==> src/design/simd_driver_pkg.sv <==
// Shared widths, limits and payload types of the SIMD instruction driver, imported by every block
`default_nettype none

package simd_driver_pkg;

	// ==================================================
	// Sizes and limits
	// ==================================================
	// Offset dimensions, dimension 1 is innermost
	localparam int VDIM = 2;
	localparam int WORK_BW = 8;
	// Instruction memory depth
	localparam int N_INST = 16;
	// One extra value so that N_INST fits as an exclusive end
	localparam int INST_BW = $clog2(N_INST + 1);
	// Begin/end tables have one entry per count of edge dimensions
	localparam int N_SEL = VDIM + 1;
	localparam int SEL_BW = $clog2(N_SEL);
	// Issued but uncommitted instructions
	localparam int MAX_PENDING = 4;
	localparam int PEND_BW = $clog2(MAX_PENDING + 1);
	localparam int MAX_WARP = 4;
	localparam int WID_BW = $clog2(MAX_WARP);

	// ==================================================
	// Payload types
	// ==================================================
	typedef logic [VDIM-1:0][WORK_BW-1:0] ofs_t;
	typedef logic [N_SEL-1:0][INST_BW-1:0] id_tab_t;

	// One selected offset with its id range
	typedef struct packed {
		ofs_t aofs;
		logic [INST_BW-1:0] id_beg;
		logic [INST_BW-1:0] id_end;
		logic [WID_BW-1:0] warpid;
		logic islast;
	} sel_ofs_t;

	// One issued instruction
	typedef struct packed {
		logic [INST_BW-1:0] pc;
		logic [WID_BW-1:0] warpid;
		ofs_t aofs;
		ofs_t bofs;
		logic islast;
	} inst_t;

endpackage

`default_nettype wire
==> src/design/ofs_if.sv <==
// Ready/acknowledge link carrying one selected offset and its id range between driver stages
`default_nettype none

interface ofs_if;
	import simd_driver_pkg::*;

	// Source holds data stable while rdy is high
	logic rdy;
	// Sink pulses ack for the transfer cycle
	logic ack;
	sel_ofs_t data;

	// Producer side
	modport src (
		output rdy,
		output data,
		input ack
	);

	// Consumer side
	modport snk (
		input rdy,
		input data,
		output ack
	);

endinterface

`default_nettype wire

==> src/design/simd_driver.sv <==
// Top level of the SIMD instruction driver: task in, instruction stream out, commit pulses back
`default_nettype none

module simd_driver (
	input logic i_clk,
	input logic i_arst_n,
	// Task input, held until o_abofs_ack
	input logic i_abofs_rdy,
	output logic o_abofs_ack,
	input simd_driver_pkg::ofs_t i_bofs,
	input simd_driver_pkg::ofs_t i_aofs_beg,
	input simd_driver_pkg::ofs_t i_aofs_end,
	input simd_driver_pkg::id_tab_t i_inst_id_begs,
	input simd_driver_pkg::id_tab_t i_inst_id_ends,
	// Instruction output
	output logic o_inst_rdy,
	input logic i_inst_ack,
	output logic [simd_driver_pkg::INST_BW-1:0] o_pc,
	output logic [simd_driver_pkg::WID_BW-1:0] o_warpid,
	output simd_driver_pkg::ofs_t o_aofs,
	output simd_driver_pkg::ofs_t o_bofs,
	// One pulse per committed instruction
	input logic i_inst_commit_dval
);
	import simd_driver_pkg::*;

	// ==================================================
	// Internal signals
	// ==================================================
	logic start;
	logic empty_done;
	logic last_issued;
	logic cnt_full;
	logic cnt_zero;
	// Issue to second stage
	logic iss_rdy;
	logic iss_ack;
	inst_t iss_inst;
	// Second stage to output
	logic s1_rdy;
	logic s1_ack;
	inst_t s1_inst;

	// Looper to first stage, first stage to issue
	ofs_if lp_ofs ();
	ofs_if s0_ofs ();

	// Output gated while too many commits are outstanding
	assign o_inst_rdy = s1_rdy && !cnt_full;
	assign s1_ack = i_inst_ack && o_inst_rdy;
	assign last_issued = s1_ack && s1_inst.islast;

	assign o_pc = s1_inst.pc;
	assign o_warpid = s1_inst.warpid;
	assign o_aofs = s1_inst.aofs;
	assign o_bofs = s1_inst.bofs;

	// ==================================================
	// Blocks
	// ==================================================
	simd_driver_ctrl u_ctrl (
		.i_clk(i_clk),
		.i_arst_n(i_arst_n),
		.i_abofs_rdy(i_abofs_rdy),
		.o_abofs_ack(o_abofs_ack),
		.o_start(start),
		.i_last_issued(last_issued),
		.i_empty_done(empty_done),
		.i_zero(cnt_zero)
	);

	pending_counter u_pend (
		.i_clk(i_clk),
		.i_arst_n(i_arst_n),
		.i_inc(s1_ack),
		.i_dec(i_inst_commit_dval),
		.o_full(cnt_full),
		.o_zero(cnt_zero)
	);

	offset_looper u_looper (
		.i_clk(i_clk),
		.i_arst_n(i_arst_n),
		.i_start(start),
		.i_aofs_beg(i_aofs_beg),
		.i_aofs_end(i_aofs_end),
		.i_id_begs(i_inst_id_begs),
		.i_id_ends(i_inst_id_ends),
		.o_empty_done(empty_done),
		.o_ofs(lp_ofs)
	);

	pipe_stage #(.payload_t(sel_ofs_t)) u_s0 (
		.i_clk(i_clk),
		.i_arst_n(i_arst_n),
		.i_rdy(lp_ofs.rdy),
		.o_ack(lp_ofs.ack),
		.i_data(lp_ofs.data),
		.o_rdy(s0_ofs.rdy),
		.i_ack(s0_ofs.ack),
		.o_data(s0_ofs.data)
	);

	inst_issue u_issue (
		.i_clk(i_clk),
		.i_arst_n(i_arst_n),
		.i_ofs(s0_ofs),
		.i_bofs(i_bofs),
		.o_rdy(iss_rdy),
		.i_ack(iss_ack),
		.o_inst(iss_inst)
	);

	pipe_stage #(.payload_t(inst_t)) u_s1 (
		.i_clk(i_clk),
		.i_arst_n(i_arst_n),
		.i_rdy(iss_rdy),
		.o_ack(iss_ack),
		.i_data(iss_inst),
		.o_rdy(s1_rdy),
		.i_ack(s1_ack),
		.o_data(s1_inst)
	);

endmodule

`default_nettype wire

==> src/design/inst_issue.sv <==
// Steps the program counter through each offset's id range and forms one instruction per pc
`default_nettype none

module inst_issue (
	input logic i_clk,
	input logic i_arst_n,
	ofs_if.snk i_ofs,
	input simd_driver_pkg::ofs_t i_bofs,
	output logic o_rdy,
	input logic i_ack,
	output simd_driver_pkg::inst_t o_inst
);
	import simd_driver_pkg::*;

	// ==================================================
	// PC stepping
	// ==================================================
	// Set once the first pc of the offset has gone out
	logic mid;
	logic [INST_BW-1:0] pc_r;
	logic [INST_BW-1:0] pc;
	logic last_pc;

	// First pc comes straight from the range begin
	assign pc = mid ? pc_r : i_ofs.data.id_beg;
	assign last_pc = (pc == i_ofs.data.id_end - 1'b1);

	// Offset is released together with its final pc
	assign o_rdy = i_ofs.rdy;
	assign i_ofs.ack = i_ack && last_pc;

	always_ff @(posedge i_clk or negedge i_arst_n) begin
		if (!i_arst_n) begin
			mid <= 1'b0;
		end else if (i_ack) begin
			mid <= !last_pc;
		end
	end

	always_ff @(posedge i_clk) begin
		if (i_ack) begin
			pc_r <= pc + 1'b1;
		end
	end

	// ==================================================
	// Instruction fields
	// ==================================================
	always_comb begin
		o_inst.pc = pc;
		o_inst.warpid = i_ofs.data.warpid;
		o_inst.aofs = i_ofs.data.aofs;
		// b-offset wraps in WORK_BW bits
		for (int d = 0; d < VDIM; d++) begin
			o_inst.bofs[d] = i_bofs[d] + i_ofs.data.aofs[d];
		end
		// Final pc of the task's last offset
		o_inst.islast = i_ofs.data.islast && last_pc;
	end

endmodule

`default_nettype wire

==> src/design/pipe_stage.sv <==
// One-entry ready/acknowledge register stage; the payload type is chosen at instantiation
`default_nettype none

module pipe_stage #(
	parameter type payload_t = logic
) (
	input logic i_clk,
	input logic i_arst_n,
	input logic i_rdy,
	output logic o_ack,
	input payload_t i_data,
	output logic o_rdy,
	input logic i_ack,
	output payload_t o_data
);

	logic full;

	// Take a new item when empty or being drained this cycle
	assign o_ack = i_rdy && (!full || i_ack);
	assign o_rdy = full;

	always_ff @(posedge i_clk or negedge i_arst_n) begin
		if (!i_arst_n) begin
			full <= 1'b0;
		end else if (o_ack) begin
			full <= 1'b1;
		end else if (i_ack) begin
			full <= 1'b0;
		end
	end

	// Data register
	always_ff @(posedge i_clk) begin
		if (o_ack) begin
			o_data <= i_data;
		end
	end

endmodule

`default_nettype wire

==> src/design/offset_looper.sv <==
// Walks the task a-offsets row-major, selects prologue/epilogue id ranges and drops empty ones
`default_nettype none

module offset_looper (
	input logic i_clk,
	input logic i_arst_n,
	input logic i_start,
	input simd_driver_pkg::ofs_t i_aofs_beg,
	input simd_driver_pkg::ofs_t i_aofs_end,
	input simd_driver_pkg::id_tab_t i_id_begs,
	input simd_driver_pkg::id_tab_t i_id_ends,
	output logic o_empty_done,
	ofs_if.src o_ofs
);
	import simd_driver_pkg::*;

	// ==================================================
	// Walk state
	// ==================================================
	logic walking;
	ofs_t cur;
	ofs_t nxt;
	ofs_t last;
	logic at_last;
	logic range_empty;
	logic [WID_BW-1:0] warp_cnt;
	// Id range of the current offset
	logic [SEL_BW-1:0] sel_beg;
	logic [SEL_BW-1:0] sel_end;
	logic [INST_BW-1:0] id_beg;
	logic [INST_BW-1:0] id_end;
	logic cur_empty;
	// One-entry lookahead, needed to know which offset is last
	logic hold_vld;
	sel_ofs_t hold;
	logic advance;

	// Last value per dimension, and a check for a zero-size range
	always_comb begin
		range_empty = 1'b0;
		for (int d = 0; d < VDIM; d++) begin
			last[d] = i_aofs_end[d] - 1'b1;
			if (i_aofs_end[d] <= i_aofs_beg[d]) begin
				range_empty = 1'b1;
			end
		end
	end

	// Count innermost dimensions at first / last value
	always_comb begin : edge_count
		logic run_b;
		logic run_e;
		run_b = 1'b1;
		run_e = 1'b1;
		sel_beg = '0;
		sel_end = '0;
		for (int d = VDIM - 1; d >= 0; d--) begin
			run_b = run_b && (cur[d] == i_aofs_beg[d]);
			run_e = run_e && (cur[d] == last[d]);
			if (run_b) begin
				sel_beg = sel_beg + 1'b1;
			end
			if (run_e) begin
				sel_end = sel_end + 1'b1;
			end
		end
	end

	assign id_beg = i_id_begs[sel_beg];
	assign id_end = i_id_ends[sel_end];
	assign cur_empty = (id_beg == id_end);

	// Row-major step, carry ripples from dimension 1 outward
	always_comb begin : step
		logic carry;
		carry = 1'b1;
		nxt = cur;
		for (int d = VDIM - 1; d >= 0; d--) begin
			if (carry) begin
				if (cur[d] == last[d]) begin
					nxt[d] = i_aofs_beg[d];
				end else begin
					nxt[d] = cur[d] + 1'b1;
					carry = 1'b0;
				end
			end
		end
		// Every dimension wrapped, so cur is the final offset
		at_last = carry;
	end

	// ==================================================
	// Output handshake
	// ==================================================
	// Held item leaves once a later non-empty offset exists or the walk is over
	assign o_ofs.rdy = hold_vld && (!walking || !cur_empty);

	always_comb begin
		o_ofs.data = hold;
		o_ofs.data.islast = !walking;
	end

	// Empty offsets step freely; others need room in the lookahead
	assign advance = walking && (cur_empty || !hold_vld || o_ofs.ack);

	always_ff @(posedge i_clk or negedge i_arst_n) begin
		if (!i_arst_n) begin
			walking <= 1'b0;
			cur <= '0;
			warp_cnt <= '0;
			hold_vld <= 1'b0;
			o_empty_done <= 1'b0;
		end else begin
			// No non-empty offset found in the whole task
			o_empty_done <= (i_start && range_empty) ||
				(advance && at_last && cur_empty && !hold_vld);
			if (i_start) begin
				walking <= !range_empty;
				cur <= i_aofs_beg;
				warp_cnt <= '0;
			end else if (advance) begin
				cur <= nxt;
				// Ordinal over all offsets, wraps at MAX_WARP
				warp_cnt <= warp_cnt + 1'b1;
				if (at_last) begin
					walking <= 1'b0;
				end
			end
			if (advance && !cur_empty) begin
				hold_vld <= 1'b1;
			end else if (o_ofs.ack) begin
				hold_vld <= 1'b0;
			end
		end
	end

	// Lookahead payload
	always_ff @(posedge i_clk) begin
		if (advance && !cur_empty) begin
			hold.aofs <= cur;
			hold.id_beg <= id_beg;
			hold.id_end <= id_end;
			hold.warpid <= warp_cnt;
			hold.islast <= 1'b0;
		end
	end

endmodule

`default_nettype wire

==> src/design/pending_counter.sv <==
// Up/down count of issued but uncommitted instructions; its full flag holds back instruction issue
`default_nettype none

module pending_counter (
	input logic i_clk,
	input logic i_arst_n,
	input logic i_inc,
	input logic i_dec,
	output logic o_full,
	output logic o_zero
);
	import simd_driver_pkg::*;

	logic [PEND_BW-1:0] cnt;

	// Flags decode the count directly
	assign o_full = (cnt == PEND_BW'(MAX_PENDING));
	assign o_zero = (cnt == '0);

	always_ff @(posedge i_clk or negedge i_arst_n) begin
		if (!i_arst_n) begin
			cnt <= '0;
		end else begin
			case ({i_inc, i_dec})
				// Issue only
				2'b10: cnt <= cnt + 1'b1;
				// Commit only
				2'b01: cnt <= cnt - 1'b1;
				// Both or neither leave the count as it is
				default: cnt <= cnt;
			endcase
		end
	end

endmodule

`default_nettype wire

==> src/design/simd_driver_ctrl.sv <==
// Task controller of the driver: accepts a task, starts the offset walk, acknowledges when drained
`default_nettype none

module simd_driver_ctrl (
	input logic i_clk,
	input logic i_arst_n,
	input logic i_abofs_rdy,
	output logic o_abofs_ack,
	output logic o_start,
	input logic i_last_issued,
	input logic i_empty_done,
	input logic i_zero
);

	// ==================================================
	// FSM
	// ==================================================
	typedef enum logic [1:0] {
		IDLE,
		RUN,
		DRAIN
	} state_t;

	state_t state;
	// New task seen, but not the one being acknowledged right now
	logic take;

	// Task fields stay valid until the ack, so skip the ack cycle
	assign take = (state == IDLE) && i_abofs_rdy && !o_abofs_ack;

	always_ff @(posedge i_clk or negedge i_arst_n) begin
		if (!i_arst_n) begin
			state <= IDLE;
			o_start <= 1'b0;
			o_abofs_ack <= 1'b0;
		end else begin
			// Both outputs are single-cycle pulses
			o_start <= take;
			o_abofs_ack <= 1'b0;
			case (state)
				IDLE: begin
					if (take) begin
						state <= RUN;
					end
				end
				RUN: begin
					// Empty task with nothing pending acks at once
					if (i_empty_done && i_zero) begin
						o_abofs_ack <= 1'b1;
						state <= IDLE;
					end else if (i_last_issued || i_empty_done) begin
						state <= DRAIN;
					end
				end
				DRAIN: begin
					// Wait for every commit of this task
					if (i_zero) begin
						o_abofs_ack <= 1'b1;
						state <= IDLE;
					end
				end
				default: state <= IDLE;
			endcase
		end
	end

endmodule

`default_nettype wire

==> config.mk <==
export PLATFORM = sky130hd
export DESIGN_NAME = simd_driver
export DESIGN_NICKNAME = d
export VERILOG_FILES = /design/src/design/simd_driver_pkg.sv /design/src/design/ofs_if.sv /design/src/design/simd_driver.sv /design/src/design/inst_issue.sv /design/src/design/pipe_stage.sv /design/src/design/offset_looper.sv /design/src/design/pending_counter.sv /design/src/design/simd_driver_ctrl.sv
export SDC_FILE = /design/constraint.sdc
export NUM_CORES = 1
export LEC_CHECK = 0
export BUFFER_PORTS_ARGS = -buffer_cell sky130_fd_sc_hd__buf_2
export CAP_MARGIN = 10
export CORE_MARGIN = 2
export CORE_UTILIZATION = 53
export CTS_BUF_LIST = sky130_fd_sc_hd__clkbuf_2 sky130_fd_sc_hd__clkbuf_4 sky130_fd_sc_hd__clkbuf_8
export DETAILED_ROUTE_END_ITERATION = 6
export GPL_ROUTABILITY_DRIVEN = 0
export GPL_TIMING_DRIVEN = 0
export PLACE_DENSITY_LB_ADDON = 0.15
export RECOVER_POWER = 50
export SYNTH_ARGS = -nofsm -noshare
export SYNTH_HDL_FRONTEND = slang
export SYNTH_HIERARCHICAL = 1
export SYNTH_SLANG_ARGS = --single-unit
==> constraint.sdc <==
create_clock -name i_clk -period 5.4 [get_ports i_clk]
set_input_delay 0.54 -clock i_clk [delete_from_list [all_inputs] [get_ports i_clk]]
set_output_delay 0.54 -clock i_clk [all_outputs]
set_load 0.1 [all_outputs]
==> key figures <==
Layout
  – Most common cell after layout, fill and taps aside: edfxtp_1
  – Share of layout cells above drive strength 1: 23.33%
  – Final core utilization: 63.23%
  – Layout area overhead: 17.23%
  – Most frequent cells in the layout: edfxtp_1, buf_2, nor2_1, clkbuf_1, inv_1
  – Final net count: 906
  – Number of antenna diodes: 0
  – Filler cell count in the final layout: 1,131

Synth
  – Async SR Flop Fraction: 23.31%
  – Netlist cell types: 85
  – Number of synthesized flops with an enable pin: 102
  – Synth area leader: edfxtp_1
  – Top post-synthesis cells by area: edfxtp_1, dfrtp_1, ha_1
  – Synth top area share: 41.07%
  – Largest family of logic cells by synthesized area: simple AND/OR/NAND/NOR gates
  – Synth Register Bits: 133
  – Primary FF master, synth: edfxtp_1
  – XOR/XNOR Fraction of Synth Area: 8.203%
  – Compound-Gate Fraction of Synth Area: 11.06%
  – Mapped Area: 0.007458 sq mm
  – Post-Synthesis Cells: 634
  – Simple-gate share of the synthesized area: 13.69%
  – Mux cell area share after synthesis: 2.500%
  – Synth Area in Adders: 7.516%
  – Syn nets: 760
  – Mean Syn Cell Area: 11.76 sq um
  – Sequential area share after synthesis: 51.47%
  – Yosys warning count: 6

Hold path
  – Hold-critical path depth: 3
  – HP Class: in2reg
  – Worst Hold Launch: i_abofs_rdy
  – Hold EP: u_ctrl/o_start

Die
  – Initial Util: 53.94%
  – IO Pins: 124
  – Die area: 0.01504 sq mm
  – Row cnt: 43
  – Die Width: 122.6 microns
  – Core area: 0.01383 sq mm
  – Die extent in y: 122.6 microns

Global route
  – Total global routing overflow: 0
  – Number of global-route vias before repair: 5,193
  – First-pass GRT wire length: 24.74 mm
  – GRT Total Usage: 21.23%
  – Initial antenna violation count: 0
  – Largest net degree at the start of global routing: 44

Clocking
  – Skew-Pair Late Insertion Delay: 430 ps
  – Cts bufs inserted: 17
  – Sink Count: 133
  – H-tree Lvls: 4
  – Post-CTS Hold Fix Bufs: 0
  – Clock transition at the registers of the reported paths: 70 ps
  – Maximum root-to-sink buffer count: 2
  – Root Driver: clkbuf_8
  – TritonCTS clock tree: done

Critical path
  – Worst reg2reg endpoint: u_looper/cur[13]
  – Crit path depth: 20
  – R2r worst-path depth: 20
  – Critical path's slowest cell: a311oi_4
  – Worst EP required: 5700 ps
  – Worst Setup Path Type: reg2reg
  – FF-to-FF Start: u_looper/cur[2]
  – CP Max Fanout: 30
  – Crit path DAT: 5440 ps
  – CP most frequent cell: and2_1
  – Ordered list of cells on the worst path: clkbuf_1 -> xor2_1 -> nand3_1 -> o31a_1 -> nor3_4 -> and3_1 -> mux2i_1 -> a211oi_1 -> nor3_4 -> and2_1 -> buf_4 -> nand2_1 -> and2_1 -> and2_4 -> nand2b_1 -> and2_1 -> a311oi_4 -> buf_6 -> nor2_1 -> o22a_1
  – CP Launch Type: register
  – Worst stage delay on the critical path: 420 ps
  – CP top delay family: simple AND/OR/NAND/NOR gates
  – R2R Setup Slk: 270 ps
  – CP endpoint kind: register
  – Worst path buffer plus inverter count: 3

Status
  – Outcome: finished, violations left
  – Failing checks: capacitance limit, slew limit

Power and ir drop
  – Pwr Density: 470.7 mW/mm^2
  – Total power: 4.116 mW
  – LEAKAGE: 3.550 nW
  – Worst IR Drop VDD: 0.2019 mV

Run
  – Maxcap violations: 1

Detailed routing
  – 1st-pass router iterations: 5
  – Aggregate routed wire length: 15.38 mm
  – DR DRC count: 0
  – Drt wl/cell: 15.80 microns
  – Post-DR vias/cell: 5.455
  – Post-DRT Antenna Nets: 0
  – Initial DRC count: 396
  – Vias: 5,308

STA
  – Worst Max-Slew Pin Slew: 1839 ps
  – Clk_skew: 13.12 ps
  – Endpoints failing setup: 0
  – Period utilization: 95.06%
  – Final hold slack: 362.7 ps
  – Final min period: 5133 ps
  – Final WS setup: 266.7 ps
  – Final Max Tran Viols: 32
  – Fmax: 194.8 MHz
  – Hold Vio Cnt, Final: 0
  – RSZ-0062 raised after global routing: no
  – Post-Route Setup TNS: 0 ps
  – Slew headroom: -22.60%

Placed design
  – Port Buf Inserts: 123
  – Post-place setup slack: -845.5 ps
  – HPWL after DPL: 11.72 mm
==> layout make-up <==
type	instances	area (sq um)	area share [%]
Clock inverter	10	128.9	1.474
Tap cell	180	225.2	2.576
Buffer	39	239.0	2.733
Clock buffer	22	290.3	3.320
Timing Repair Buffer	127	639.4	7.313
Multi-Input combinational cell	417	3213	36.75
Sequential cell	133	3839	43.90
Inverter	45	168.9	1.932
==> worst register-to-register path: cells and delay by family, from the launching register on <==
family | cells | cell delay (ps)
buffers and inverters | 3 | 680
AND/OR/NAND/NOR | 11 | 2510
flip-flops | 1 | 350
multiplexers | 1 | 320
XOR/XNOR | 1 | 250
AO/OA/AOI/OAI | 4 | 920
==> cell usage after synthesis, drive strengths merged (6+ instances only) <==
cell / n
and2: 7
nand3: 14
nor2: 58
nor3b: 6
mux2i: 14
a21oi: 22
dfrtp: 31
inv: 45
o22a: 6
ha: 40
o21ai: 13
nand4: 14
clkbuf: 13
xor2: 18
xnor2: 45
nor2b: 7
nand2b: 15
buf: 26
edfxtp: 102
and3: 10
a31oi: 9
nand2: 19
nor3: 17
a211oi: 6
o211ai: 7
==> sequential cells by signal, summed over array words and instances (netlist names), 2 cells and up <==
register,cells
u_looper/o_ofs.data,28
u_issue/pc_r,5
u_s0/o_data,29
u_looper/cur,16
u_ctrl/state,2
u_pend/cnt,3
u_looper/warp_cnt,2
u_s1/o_data,40
==> routing by layer <==
layer / global-route usage, % / wire (microns) / vias to the layer above
met2: 35.17 / 7402 / 198
li1: - / - / 2584
met4: 7.687 / 263 / 0
met3: 4.507 / 881 / 25
met5: 0 / 0 / -
met1: 27.67 / 6830 / 2501
==> report_power, final <==
| part | total, mW | internal, mW | switching, mW | leakage, nW |
|---|---|---|---|---|
| clock | 0.849 | 0.499 | 0.350 | 0.213 |
| sequential | 1.53 | 1.39 | 0.144 | 1.30 |
| combinational | 1.73 | 0.539 | 1.20 | 2.03 |
==> cell families (layout without fill, tap and decap cells) <==
family | after synthesis | after routing
buffers and inverters | 84 | 243
AO/OA/AOI/OAI | 109 | 109
multiplexers | 16 | 16
XOR/XNOR | 65 | 65
AND/OR/NAND/NOR | 184 | 184
flip-flops | 133 | 133
adder cells (fa/ha/maj) | 43 | 43
==> stage by stage <==
step,std cells,area [sq um]
floorplan,634,7461
global placement,937,8302
detailed placement,939,8351
CTS,973,8786
global route,973,8743
finish,973,8743
==> worst max path at each step <==
stage	start	endpoint
final	u_looper/cur[2]	u_looper/cur[13]
after global routing	i_aofs_end[0]	u_looper/cur[13]
after CTS	u_looper/cur[2]	u_looper/cur[13]
after detailed placement	i_aofs_end[0]	u_looper/o_ofs.data[10]
after global placement	i_aofs_end[0]	u_looper/o_ofs.data[9]
after floorplan	i_aofs_end[0]	u_looper/o_ofs.data[10]
==> repair_timing <==
action	in CTS	in global routing
pin swaps	1	1
cloned	0	0
buffers inserted	2	0
endpoints found under the setup margin	44	44
gates resized for setup	1	7
Power figures use the tool's default switching activity.
